$ cat config.mk
export PLATFORM = sky130hd
export DESIGN_NAME = pipe_control
export DESIGN_NICKNAME = d
export VERILOG_FILES = /design/src/rv_pkg.sv /design/src/pipe_control.sv
export VERILOG_INCLUDE_DIRS = /design/src
export SDC_FILE = /design/constraint.sdc
export NUM_CORES = 1
export LEC_CHECK = 0
export BUFFER_PORTS_ARGS = -buffer_cell sky130_fd_sc_hd__buf_4
export CAP_MARGIN = 25
export CORE_AREA = 2 2 39 41
export DETAILED_ROUTE_END_ITERATION = 8
export DIE_AREA = 0 0 41 43
export PLACE_DENSITY_LB_ADDON = 0.25
export SYNTH_ARGS = -nofsm -noshare
export SYNTH_HDL_FRONTEND = slang
export SYNTH_SLANG_ARGS = --single-unit
$ cat constraint.sdc
create_clock -name vclk -period 1.31
set_input_delay 0.1965 -clock vclk [all_inputs]
set_output_delay 0.1965 -clock vclk [all_outputs]
set_load 0.01 [all_outputs]
$ cat src/rv_defines.svh
// widths, memory depth, opcodes and funct3 codes of the rv32i core
`ifndef RV_DEFINES_SVH
`define RV_DEFINES_SVH

// datapath and register index widths
`define XLEN        32
`define REG_ADDR_W  5

// data memory depth in words
`define DMEM_WORDS  256

// major opcodes
`define OPC_OP      7'b0110011
`define OPC_OP_IMM  7'b0010011
`define OPC_LOAD    7'b0000011
`define OPC_STORE   7'b0100011
`define OPC_BRANCH  7'b1100011
`define OPC_SYSTEM  7'b1110011

// funct3 of alu operations
`define F3_ADD      3'b000
`define F3_SLL      3'b001
`define F3_SLT      3'b010
`define F3_SLTU     3'b011
`define F3_XOR      3'b100
`define F3_SR       3'b101
`define F3_OR       3'b110
`define F3_AND      3'b111

// funct3 of branches
`define F3_BEQ      3'b000
`define F3_BNE      3'b001

`endif

$ cat src/rv_pkg.sv
// alu and forwarding enums, control bundle and pipeline payload structs
`default_nettype none

`include "rv_defines.svh"

package rv_pkg;

    typedef enum logic [3:0] {
        ALU_ADD,
        ALU_SUB,
        ALU_SLL,
        ALU_SLT,
        ALU_SLTU,
        ALU_XOR,
        ALU_SRL,
        ALU_SRA,
        ALU_OR,
        ALU_AND
    } alu_op_e;

    // where an execute operand comes from
    typedef enum logic [1:0] {
        FWD_RF,
        FWD_MEM,
        FWD_WB
    } fwd_sel_e;

    // all zero means no-op
    typedef struct packed {
        logic    reg_write;
        logic    mem_read;
        logic    mem_write;
        logic    alu_src;   // second operand is the immediate
        logic    branch;
        logic    branch_ne; // bne instead of beq
        logic    is_ecall;
        alu_op_e alu_op;
    } ctrl_t;

    typedef struct packed {
        logic [`XLEN-1:0] pc;
        logic [`XLEN-1:0] inst;
    } if_id_t;

    typedef struct packed {
        ctrl_t                  ctrl;
        logic [`XLEN-1:0]       pc;
        logic [`XLEN-1:0]       rs1_data;
        logic [`XLEN-1:0]       rs2_data;
        logic [`XLEN-1:0]       imm;
        logic [`REG_ADDR_W-1:0] rs1;
        logic [`REG_ADDR_W-1:0] rs2;
        logic [`REG_ADDR_W-1:0] rd;
    } id_ex_t;

    typedef struct packed {
        logic                   reg_write;
        logic                   mem_read;
        logic                   mem_write;
        logic                   is_ecall;
        logic [`XLEN-1:0]       alu_out;    // also the load/store address
        logic [`XLEN-1:0]       store_data;
        logic [`REG_ADDR_W-1:0] rd;
    } ex_mem_t;

    typedef struct packed {
        logic                   reg_write;
        logic                   is_ecall;
        logic [`XLEN-1:0]       wb_data;
        logic [`REG_ADDR_W-1:0] rd;
    } mem_wb_t;

    // retired register write seen outside the core
    typedef struct packed {
        logic [`REG_ADDR_W-1:0] rd;
        logic [`XLEN-1:0]       data;
    } wb_port_t;

endpackage

`default_nettype wire

$ cat src/pipe_control.sv
// load-use hazard detection, forwarding select, stall and flush generation
`default_nettype none

`include "rv_defines.svh"

module pipe_control (
    input  wire                    clk,
    input  wire                    reset,
    input  wire [`REG_ADDR_W-1:0]  id_rs1,
    input  wire [`REG_ADDR_W-1:0]  id_rs2,
    input  wire [`REG_ADDR_W-1:0]  ex_rs1,
    input  wire [`REG_ADDR_W-1:0]  ex_rs2,
    input  wire [`REG_ADDR_W-1:0]  ex_rd,
    input  wire [`REG_ADDR_W-1:0]  mem_rd,
    input  wire [`REG_ADDR_W-1:0]  wb_rd,
    input  wire                    ex_mem_read,
    input  wire                    mem_reg_write,
    input  wire                    wb_reg_write,
    input  wire                    branch_taken,
    input  wire                    halted,
    output logic                   stall,
    output logic                   flush,
    output rv_pkg::fwd_sel_e       fwd_a,
    output rv_pkg::fwd_sel_e       fwd_b
);
    import rv_pkg::*;

    logic load_use;

    // newest producer first, x0 is never forwarded
    function automatic fwd_sel_e pick_src(input logic [`REG_ADDR_W-1:0] rs);
        fwd_sel_e sel;
        if (mem_reg_write && mem_rd != '0 && mem_rd == rs) begin
            sel = FWD_MEM;
        end else if (wb_reg_write && wb_rd != '0 && wb_rd == rs) begin
            sel = FWD_WB;
        end else begin
            sel = FWD_RF;
        end
        return sel;
    endfunction

    always_comb begin
        fwd_a = pick_src(ex_rs1);
        fwd_b = pick_src(ex_rs2);
    end

    // load data arrives a cycle too late for the next instruction
    assign load_use = ex_mem_read && (ex_rd != '0) && (ex_rd == id_rs1 || ex_rd == id_rs2);

    assign stall = load_use || halted;
    assign flush = branch_taken && !halted; // no redirect once frozen

    // a load and a taken branch never share the execute stage
    stall_flush_excl: assert property (@(posedge clk) disable iff (reset)
        !(stall && flush))
        else $error("load-use stall and branch flush in the same cycle");

    // the bubble put into execute clears the hazard
    load_use_one_cycle: assert property (@(posedge clk) disable iff (reset)
        load_use |=> !load_use)
        else $error("load-use stall longer than one cycle");

endmodule

`default_nettype wire

Yosys cells after proc, flatten, opt, wreduce, memory -nomap -nowiden
Cells that the tools add are included.
{"block": "totals", "input_bits": 42, "elab_cells": 25, "reg_bits": 0, "output_inout_bits": 6}
{"block": "op_classes", "eq_ne": 6, "mux": 4, "n_reduce_logical": 15}
{"operator": "5-bit == test", "n": 6}
{"operator": "5-bit nonzero test", "n": 3}
{"operator": "1-bit logical AND", "n": 9}
{"operator": "2-bit two-way mux", "n": 4}
{"operator": "1-bit logical OR", "n": 2}
{"operator": "1-bit zero test", "n": 1}

Depth between registers and ports, before layout
Gate-level depths: netlist of run 1.
{"block": "logic_depth", "word_depth": 5, "ltp_mapped": 4, "ltp_nobuf": 4}

Worst setup path after synthesis of run 1
Ideal clock, no wire load.
{"block": "synth_path", "path_kind": "input -> output", "from": "input port mem_rd[1]", "to": "output port fwd_a[1]", "slack_ns": -0.227, "n_path_buf": 0, "arrival_ns": 1.340, "cell_stages": 4, "required_ns": 1.113, "path_cell_list": "or4_1 -> o21ai_2 -> nor4_1 -> nor4_2"}
{"block": "synth_between", "elab_chain_cells": 4, "elab_cells_between_ends": 5, "classes_between": "eq/ne: 1; mux: 1; reduce/logical: 3"}
{"item": "from (decl)", "line": "pipe_control.sv:14", "source": "input wire [`REG_ADDR_W-1:0] mem_rd,"}
{"item": "5-bit nonzero test", "line": "pipe_control.sv:33", "source": "if (mem_reg_write && mem_rd != '0 && mem_rd == rs) begin"}
{"item": "1-bit logical AND", "line": "pipe_control.sv:33"}
{"item": "1-bit logical AND *", "line": "pipe_control.sv:33"}
{"item": "2-bit two-way mux *", "line": "pipe_control.sv:33"}
{"item": "to (decl)", "line": "pipe_control.sv:23", "source": "output rv_pkg::fwd_sel_e fwd_a,"}
Mark *: on every way between the ends. The rest lies on a longest branch, timed or not.

Worst setup path in the final report of run 1
{"block": "layout_path", "from": "input port wb_rd[4]", "to": "output port fwd_a[1]"}
{"block": "layout_between", "elab_chain_cells": 5, "elab_cells_between_ends": 6, "classes_between": "eq/ne: 1; mux: 2; reduce/logical: 3"}
{"item": "from (decl)", "line": "pipe_control.sv:15", "source": "input wire [`REG_ADDR_W-1:0] wb_rd,"}
{"item": "5-bit nonzero test", "line": "pipe_control.sv:35", "source": "end else if (wb_reg_write && wb_rd != '0 && wb_rd == rs) begin"}
{"item": "1-bit logical AND", "line": "pipe_control.sv:35"}
{"item": "1-bit logical AND *", "line": "pipe_control.sv:35"}
{"item": "2-bit two-way mux *", "line": "pipe_control.sv:35"}
{"item": "2-bit two-way mux *", "line": "pipe_control.sv:33"}
Marks and branches as above.

==> run_results.csv, run 1 <==
group,metric,value,unit
cells_and_area,utilization,68.90,%
place,port_buffers,46,
routing,vias_per_cell,4.570,
logic_synthesis,netlist.area_leader.share,34.57,%
sta,min_period_over_period,123.7,%
worst_setup_path,worstPathMaxFanout,3,
routing,wl_per_cell,11.32,um
sta,setup_viol,4,
min_path,whs_path_depth,3,
sta,setup_ws,-309.9,ps
cells_and_area,diodes,0,
cells_and_area,layout-drive-gt1-share,61.61,%
global_route,grt_pass1_vias,646,
logic_synthesis,synth_cell_types,14,
cells_and_area,area_delta_synth_final,135.2,%
cells_and_area,nClkBuffers,0,
sta,layout_min_cycle_time,1620,ps
place,gp_congestion,0.8864,
routing,drc_errors,0,
sta,clock.fmax,617.3,MHz
global_route,grt_use_total,18.88,%
routing,vias,585,
global_route,grt_max_degree,4,
floorplanning,core,1384,um^2
global_route,grt_first_pass_wirelength,2442,um
sta,timing_hold_violations_final,0,
global_route,antenna_found_initial,0,
routing,drt_iter0_markers,4,
cells_and_area,seqCellArea,0,um^2
routing,drtAntennaViolNets,0,
cells_and_area,seq_cells,0,
global_route,overflow,0,
power,total_power,0.0003021,W
floorplanning,initial_core_util,29.29,%
power,p_per_area,316.9,nW/um^2
power,ir_drop,144.8,uV
floorplanning,dieArea,1763,um^2
floorplanning,die_w,41,um
sta,fin_tns_setup,-952.5,ps
sta,worst_slew_pin_slew,292.8,ps
sta,rsz0062_at_grt,"yes",
routing,dr.pass1.iters,4,
logic_synthesis,yosys.area.top_type,"xnor2_1",
logic_synthesis,syn_nets,94,
power,leakagePower,0.4259,nW
worst_setup_path,worstPathArrival,1420,ps
cells_and_area,layout_commonest_cell,"buf_4",
cells_and_area,fin_nets,156,
logic_synthesis,avgSynthCellArea,7.796,um^2
worst_setup_path,cp-end-kind,"output port",
worst_setup_path,cp_slowest_cell,"or4_4",
sta,drv_slew,0,
worst_setup_path,slowest_delay,550,ps
place,hpwlAfterDp,1306,um
outcome,status,"complete, but fails checks",
worst_setup_path,worstPathCellList,"buf_4 > xor2_1 > or4_4 > nor4_4 > buf_4",
cells_and_area,mostFrequentLayoutCells,"57 x buf_4, 16 x xnor2_1, 14 x xor2_1, 4 x nand3_1, 4 x nor4_4",
floorplanning,die_y,43,um
floorplanning,io_pins,48,
logic_synthesis,ys_seq_area_share,0,%
worst_setup_path,required,1110,ps
routing,routed_wl,1449,um
logic_synthesis,synth_area,405.4,um^2
outcome,violations,"negative setup slack",
worst_setup_path,path_common_cell,"buf_4",
min_path,hold_class,"primary input to output port",
worst_setup_path,critPathKind,"primary input to output port",
floorplanning,rows,14,
sta,slew_headroom,80.33,%
clock_network,ctsHoldBuffers,0,
logic_synthesis,synthTopCellsByArea,"xnor2_1 35%, xor2_1 30%, or4_1 7.4%",
worst_setup_path,cp-start-kind,"primary input",
logic_synthesis,netlist_instances,52,
logic_synthesis,ys_warn_count,0,
job,cap_violations,0,
kinds of logic (layout without fill, tap and decap cells):
family | count (synthesis) | after routing | synth area share [%]
xor gates and xnor gates | 30 | 30 | 64.81
and+or+nand+nor | 18 | 18 | 28.08
buffers and inverters | 0 | 60 | 0
AOI/OAI and AO/OA | 4 | 4 | 7.099
cells in the mapped netlist:
cell type and instances:
nor2_1 1, nor3_1 1, o21ai_2 1, a31o_2 1
nor2b_1 1, nand2_1 3, o22ai_1 1, xor2_1 14
nor4_2 2, nor4_1 2, xnor2_1 16, o21ai_1 1
or4_1 4, nand3_1 4
critical path, delay by kind of cell:
kind / cells / cell delay (ps)
buf+inv: 2 / 270
simple gates: 2 / 820
xor+xnor: 1 / 130
worst paths after layout:
path,start,end
min,halted,flush
max,wb_rd[4],fwd_a[1]
area by class of cell:
class	instances	area, um^2
Fill cell	130	430.4
Multi-Input combinational cell	52	471.7
Tap cell	16	20.02
Timing Repair Buffer	60	461.7
per-stage QoR:
step	worst slack (ps)	hold WS, ps	area [um^2]	std cells
after detailed placement	-332.3	643.4	893.4	127
final	-309.9	641.6	953.4	128
after floorplan	-83.04	439.4	430.4	52
after global placement	-314.8	640.0	893.4	127
after global routing	-375.8	655.3	953.4	128
after CTS	-327.0	643.4	933.4	127
what timing repair did:
item                                    in CTS  in global routing
cloned                                       0                  0
endpoints found under the setup margin       4                  4
pin swaps                                    1                  2
hold endpoints to repair                     0                  0
resized for setup                            7                  2
setup buffers                                0                  1
metal layers:
layer	up-vias	track usage (%)	wire, um
met5	-	0	0
met4	0	2.000	13
met3	2	1.047	108
met2	26	37.81	843
met1	253	19.94	483
li1	304	-	-
where the power goes:
group,total (W),internal [W],switching [W],leakage [nW]
clock,0,0,0,0
combinational,0.000302,0.000183,0.000119,0.426
sequential,0,0,0,0
total,0.000302,0.000183,0.000119,0.426
Power figures use the tool's default switching activity.
==> inputs of run 2 (changes only) <==
--- a/config.mk
+++ b/config.mk
@@ -6,11 +6,12 @@
 export SDC_FILE = /design/constraint.sdc
 export NUM_CORES = 1
 export LEC_CHECK = 0
+export ABC_AREA = 1
 export BUFFER_PORTS_ARGS = -buffer_cell sky130_fd_sc_hd__buf_4
 export CAP_MARGIN = 25
-export CORE_AREA = 2 2 39 41
+export CORE_MARGIN = 2
+export CORE_UTILIZATION = 35
 export DETAILED_ROUTE_END_ITERATION = 8
-export DIE_AREA = 0 0 41 43
 export PLACE_DENSITY_LB_ADDON = 0.25
 export SYNTH_ARGS = -nofsm -noshare
 export SYNTH_HDL_FRONTEND = slang
==> run 2 against run 1 <==
Compared with the run above:
- the run now ends clean
- total power fell by 12%
- via count rose by 24%
- critical path depth rose by 1
- fmax rose by 35%
- largest power group unchanged
- setup slack improved by 420 ps
- wire length rose by 10%
==> run_results.csv, run 2 <==
group,metric,value,unit
sta,clock.fmax,832.6,MHz
clock_network,post-cts-setup-buffer-count,0,
floorplanning,core,1334,um^2
cells_and_area,seq_cells,0,
min_path,whs_path_depth,3,
routing,wl_met2,845,um
cells_and_area,fin_nets,188,
power,p_per_area,306.0,nW/um^2
place,post-place-ws,31.75,ps
min_path,hold_start,"halted",
sta,worst_slew_pin_slew,182.5,ps
sta,hold_slack,641.2,ps
routing,dr.pass1.iters,4,
cells_and_area,area_delta_synth_final,71.50,%
worst_setup_path,cp-end-kind,"output port",
routing,top_layer,"met3",
worst_setup_path,required,1110,ps
floorplanning,rows,13,
logic_synthesis,synth_cell_types,12,
cells_and_area,layout_commonest_cell,"buf_4",
worst_setup_path,critPathKind,"primary input to output port",
logic_synthesis,netlist.area_leader.share,27.52,%
sta,drv_slew,0,
routing,routed_wl,1597,um
place,port_buffers,46,
place,gp_congestion,0.8059,
worst_setup_path,cp_slowest_cell,"nor3_2",
logic_synthesis,syn_nets,140,
outcome,status,"completed",
power,ir_drop,171.3,uV
cells_and_area,diodes,0,
cells_and_area,mostFrequentLayoutCells,"46 x buf_4, 32 x nand2_1, 16 x xnor2_1, 16 x inv_1, 15 x nor2_1",
routing,dr_wl_met3,131,um
floorplanning,die_w,42.15,um
routing,drtAntennaViolNets,0,
routing,drt_iter0_markers,9,
cells_and_area,seqCellArea,0,um^2
routing,wl_per_cell,10.04,um
routing,vias_per_cell,4.547,
global_route,overflow,0,
sta,rsz0062_at_grt,"no",
floorplanning,dieArea,1776,um^2
power,leakagePower,0.5003,nW
global_route,grt_use_total,16.89,%
sta,layout_min_cycle_time,1201,ps
worst_setup_path,crit_buf_inv,2,
logic_synthesis,synthTopCellsByArea,"xnor2_1 28%, nand2_1 24%, inv_1 12%",
logic_synthesis,netlist_instances,98,
min_path,hold_class,"primary input to output port",
logic_synthesis,avgSynthCellArea,5.196,um^2
logic_synthesis,synth_area,509.2,um^2
logic_synthesis,yosysMostFrequentCell,"nand2_1",
worst_setup_path,worstPathMaxFanout,3,
floorplanning,die_y,42.15,um
routing,vias,723,
cells_and_area,num-fill-cells,136,
worst_setup_path,path_common_cell,"buf_4",
job,cap_violations,0,
cells_and_area,layout-drive-gt1-share,34.03,%
sta,timing_hold_violations_final,0,
sta,setup_viol,0,
place,place_area,873.3,um^2
sta,setup_ws,109.0,ps
worst_setup_path,slowest_delay,210,ps
sta,slew_headroom,87.74,%
worst_setup_path,cp_top_family,"simple AND/OR/NAND/NOR gates",
floorplanning,io_pins,48,
logic_synthesis,ys_warn_count,0,
sta,min_period_over_period,91.68,%
worst_setup_path,cp-start-kind,"primary input",
worst_setup_path,worstPathCellList,"buf_4 > xnor2_1 > nand2_1 > nor3_2 > nor2_1 > buf_4",
cells_and_area,fin_area,873.3,um^2
logic_synthesis,ys_seq_area_share,0,%
routing,drc_errors,0,
floorplanning,initial_core_util,38.18,%
sta,fin_tns_setup,0,ps
logic_synthesis,yosys.area.top_type,"xnor2_1",
cells_and_area,nClkBuffers,0,
global_route,grt_pass1_vias,704,
logic_synthesis,synth_common_cells,"32 x nand2_1, 16 x inv_1, 16 x xnor2_1",
routing,drt-met1-wl,620,um
global_route,grt_first_pass_wirelength,2518,um
global_route,grt_max_degree,5,
worst_setup_path,worstPathArrival,1000,ps
place,hpwlAfterDp,1477,um
min_path,hold_end,"flush",
global_route,antenna_found_initial,0,
[run 2: per-layer routing]
metal  vias up  track usage (%)
met3         0            1.293
met4         0            1.250
li1        383                -
met1       307            16.46
met5         -                0
met2        33            38.13
[run 2: cell families after synthesis]
group	synth area share, %
AOI/OAI and AO/OA	1.966
and+or+nand+nor	48.41
xor gates and xnor gates	37.84
buffers and inverters	11.79
[run 2: layout make-up]
| class | instances | area (um^2) | share of cell area [%] |
|---|---|---|---|
| multi-input combinational | 82 | 449.2 | 51.43 |
| timing repair buffer | 46 | 345.3 | 39.54 |
| inverter | 16 | 60.06 | 6.877 |
| tap | 15 | 18.77 | 2.149 |
[run 2: power breakdown]
part | internal [W] | switching, W
Sequential | 0 | 0
Clock | 0 | 0
Combinational | 0.000152 | 0.000116
Total | 0.000152 | 0.000116
[run 2: how the worst max path moves through the flow]
stage / endpoint / slack [ps] / startpoint / cells past startpoint
6_report: fwd_b[1] / 110 / mem_rd[1] / 6
3_3_place_gp: fwd_a[1] / 100 / wb_rd[0] / 8
2_1_floorplan: fwd_a[1] / 340 / mem_rd[1] / 4
4_1_cts: fwd_b[1] / 30 / wb_rd[0] / 8
3_5_place_dp: fwd_b[1] / 30 / wb_rd[0] / 8
5_1_grt: fwd_a[1] / 10 / mem_rd[4] / 6
[run 2: stage by stage]
stage	instances	util [%]	total power, W
after floorplan	98	-	0.0001180
after global placement	159	65.48	0.0002595
after detailed placement	159	65.48	0.0002674
after CTS	159	65.48	0.0002685
after global routing	159	65.48	0.0002928
final	159	65.48	0.0002672
[run 2: timing repair]
action                     4_1_cts  5_1_grt
hold buffers                     0        0
setup endpoints to repair        0        2
resized for setup                0        1
==> inputs of run 3 (changes only) <==
--- a/config.mk
+++ b/config.mk
@@ -6,12 +6,14 @@
 export SDC_FILE = /design/constraint.sdc
 export NUM_CORES = 1
 export LEC_CHECK = 0
-export ABC_AREA = 1
 export BUFFER_PORTS_ARGS = -buffer_cell sky130_fd_sc_hd__buf_4
 export CAP_MARGIN = 25
+export CELL_PAD_IN_SITES_DETAIL_PLACEMENT = 1
+export CELL_PAD_IN_SITES_GLOBAL_PLACEMENT = 1
 export CORE_MARGIN = 2
-export CORE_UTILIZATION = 35
+export CORE_UTILIZATION = 19
 export DETAILED_ROUTE_END_ITERATION = 8
+export GPL_TIMING_DRIVEN = 0
 export PLACE_DENSITY_LB_ADDON = 0.25
 export SYNTH_ARGS = -nofsm -noshare
 export SYNTH_HDL_FRONTEND = slang
==> run 3 against run 2 <==
Compared with the run above:
- the run now ends with negative setup slack left
- final cell count decreased by 21%
- non-clock buffer count up 1
- total power increased by 4.4%
- core utilization fell by 21 points
- hold slack better by 4.8 ps
- via count shrank 27%
- fmax is 27% lower
- count of clock-buffer cells in the layout unchanged
- wire length rose by 1.0%
- final area up 0.29%
- critical path type unchanged
- largest cell class unchanged
==> run_results.csv, run 3 (synthesized netlist as in run 1, its figures left out) <==
group,metric,value,unit
global_route,grt_max_degree,4,
worst_setup_path,required,1110,ps
cells_and_area,fin_nets,143,
floorplanning,io_pins,48,
min_path,whs_path_depth,3,
worst_setup_path,slowest_delay,550,ps
job,cap_violations,0,
worst_setup_path,critPathKind,"primary input to output port",
worst_setup_path,cp-end-kind,"output port",
routing,vias_per_cell,4.198,
cells_and_area,diodes,0,
sta,fin_tns_setup,-964.5,ps
floorplanning,core,1982,um^2
worst_setup_path,cp-start-kind,"primary input",
worst_setup_path,worstPathCellList,"buf_4 > xor2_1 > or4_4 > nor4_4 > buf_4",
floorplanning,die_y,50.19,um
worst_setup_path,worstPathArrival,1440,ps
global_route,antenna_found_initial,0,
place,dp.cells,125,
power,leakagePower,0.3645,nW
place,gp_congestion,0.6970,
min_path,hold_start,"halted",
cells_and_area,area_delta_synth_final,116.0,%
global_route,grt_first_pass_wirelength,2566,um
cells_and_area,layout_commonest_cell,"buf_4",
power,ir_drop,116.9,uV
cells_and_area,mostFrequentLayoutCells,"45 x buf_4, 16 x xnor2_1, 14 x xor2_1, 4 x nand3_1, 4 x nor4_4",
floorplanning,dieArea,2519,um^2
sta,worst_slew_pin_slew,307.6,ps
worst_setup_path,cp_slowest_cell,"or4_4",
routing,drt_iter0_markers,0,
routing,dr.pass1.iters,1,
place,hpwlAfterDp,1369,um
routing,vias,529,
routing,drc_errors,0,
place,place_area,809.5,um^2
min_path,hold_end,"flush",
cells_and_area,fin_area,875.8,um^2
cells_and_area,seq_cells,0,
cells_and_area,layout-drive-gt1-share,57.58,%
floorplanning,rows,16,
sta,drv_slew,0,
outcome,status,"complete, but fails checks",
routing,routed_wl,1613,um
cells_and_area,num-fill-cells,231,
min_path,hold_class,"primary input to output port",
global_route,grt_use_total,12.67,%
routing,wl_per_cell,12.80,um
floorplanning,die_w,50.19,um
worst_setup_path,path_common_cell,"buf_4",
sta,clock.fmax,609.3,MHz
clock_network,ctsHoldBuffers,0,
sta,rsz0062_at_grt,"yes",
global_route,grt_pass1_vias,549,
global_route,overflow,0,
worst_setup_path,worstPathMaxFanout,2,
routing,drtAntennaViolNets,0,
floorplanning,initial_core_util,20.45,%
sta,slew_headroom,79.34,%
sta,setup_viol,4,
cells_and_area,seqCellArea,0,um^2
outcome,violations,"negative setup slack",
cells_and_area,nClkBuffers,0,
sta,layout_min_cycle_time,1641,ps
power,p_per_area,318.6,nW/um^2
sta,timing_hold_violations_final,0,
place,port_buffers,46,
sta,min_period_over_period,125.3,%
sta,setup_ws,-331.3,ps
cells_and_area,stdcell_count,126,
-- run 3: cell types whose count changed in the layout (fill, tap and decap cells not counted), sizes merged, moves of 3 or more --
cell / before / now
xor2: 6 / 14
nand2: 33 / 3
nor2: 15 / 1
or4: 0 / 4
nor3: 4 / 1
inv: 16 / 0
nor4: 0 / 4
-- run 3: worst max-delay path by stage --
stage / startpoint / endpoint / slack (ps) / depth (start not counted)
6_report: ex_rs1[4] / fwd_a[1] / -330 / 5
3_3_place_gp: ex_rs2[4] / fwd_b[1] / -330 / 5
2_1_floorplan: ex_rs1[4] / fwd_a[1] / -80 / 3
4_1_cts: ex_rs1[3] / fwd_a[1] / -340 / 5
3_5_place_dp: ex_rs1[4] / fwd_a[1] / -340 / 5
5_1_grt: ex_rs1[4] / fwd_a[1] / -370 / 5
-- run 3: repair_timing --
action | 4_1_cts | 5_1_grt
setup buffers | 1 | 0
setup endpoints to repair | 4 | 5
pin swaps | 1 | 1
gates resized for setup | 8 | 2
-- run 3: routing by layer --
layer / vias to the layer above / routed length (um) / global-route usage, %
met1: 232 / 630 / 16.12
met4: 0 / 0 / 0
li1: 277 / - / -
met3: 0 / 65 / 0
met5: - / 0 / 0
met2: 20 / 917 / 25.00
-- run 3: metrics by stage --
stage	power, W	setup slack, ps	utilization [%]	hold WS, ps
5_1_grt	0.0003026	-374.0	44.19	664.9
3_3_place_gp	0.0002509	-334.8	40.85	643.5
4_1_cts	0.0002737	-339.2	43.43	650.9
3_5_place_dp	0.0002546	-341.5	40.85	650.9
2_1_floorplan	0.0001084	-83.04	-	439.4
6_report	0.0002790	-331.3	44.19	646.1
-- run 3: layout make-up --
type / instances / area (um^2) / share of cell area, %
multi-input cells: 52 / 478.0 / 54.57
well taps: 27 / 33.78 / 3.857
repair buffers: 47 / 364.1 / 41.57
-- run 3: critical path: cells and delay by family --
family        cells  cell delay, ps
simple gates      2             820
buf+inv           2             280
xor+xnor          1             150
-- run 3: report_power, final --
part	internal, W	leakage (nW)	switching, W
combinational	0.000161	0.364	0.000118
sequential	0	0	0
clock	0	0	0
total	0.000161	0.364	0.000118
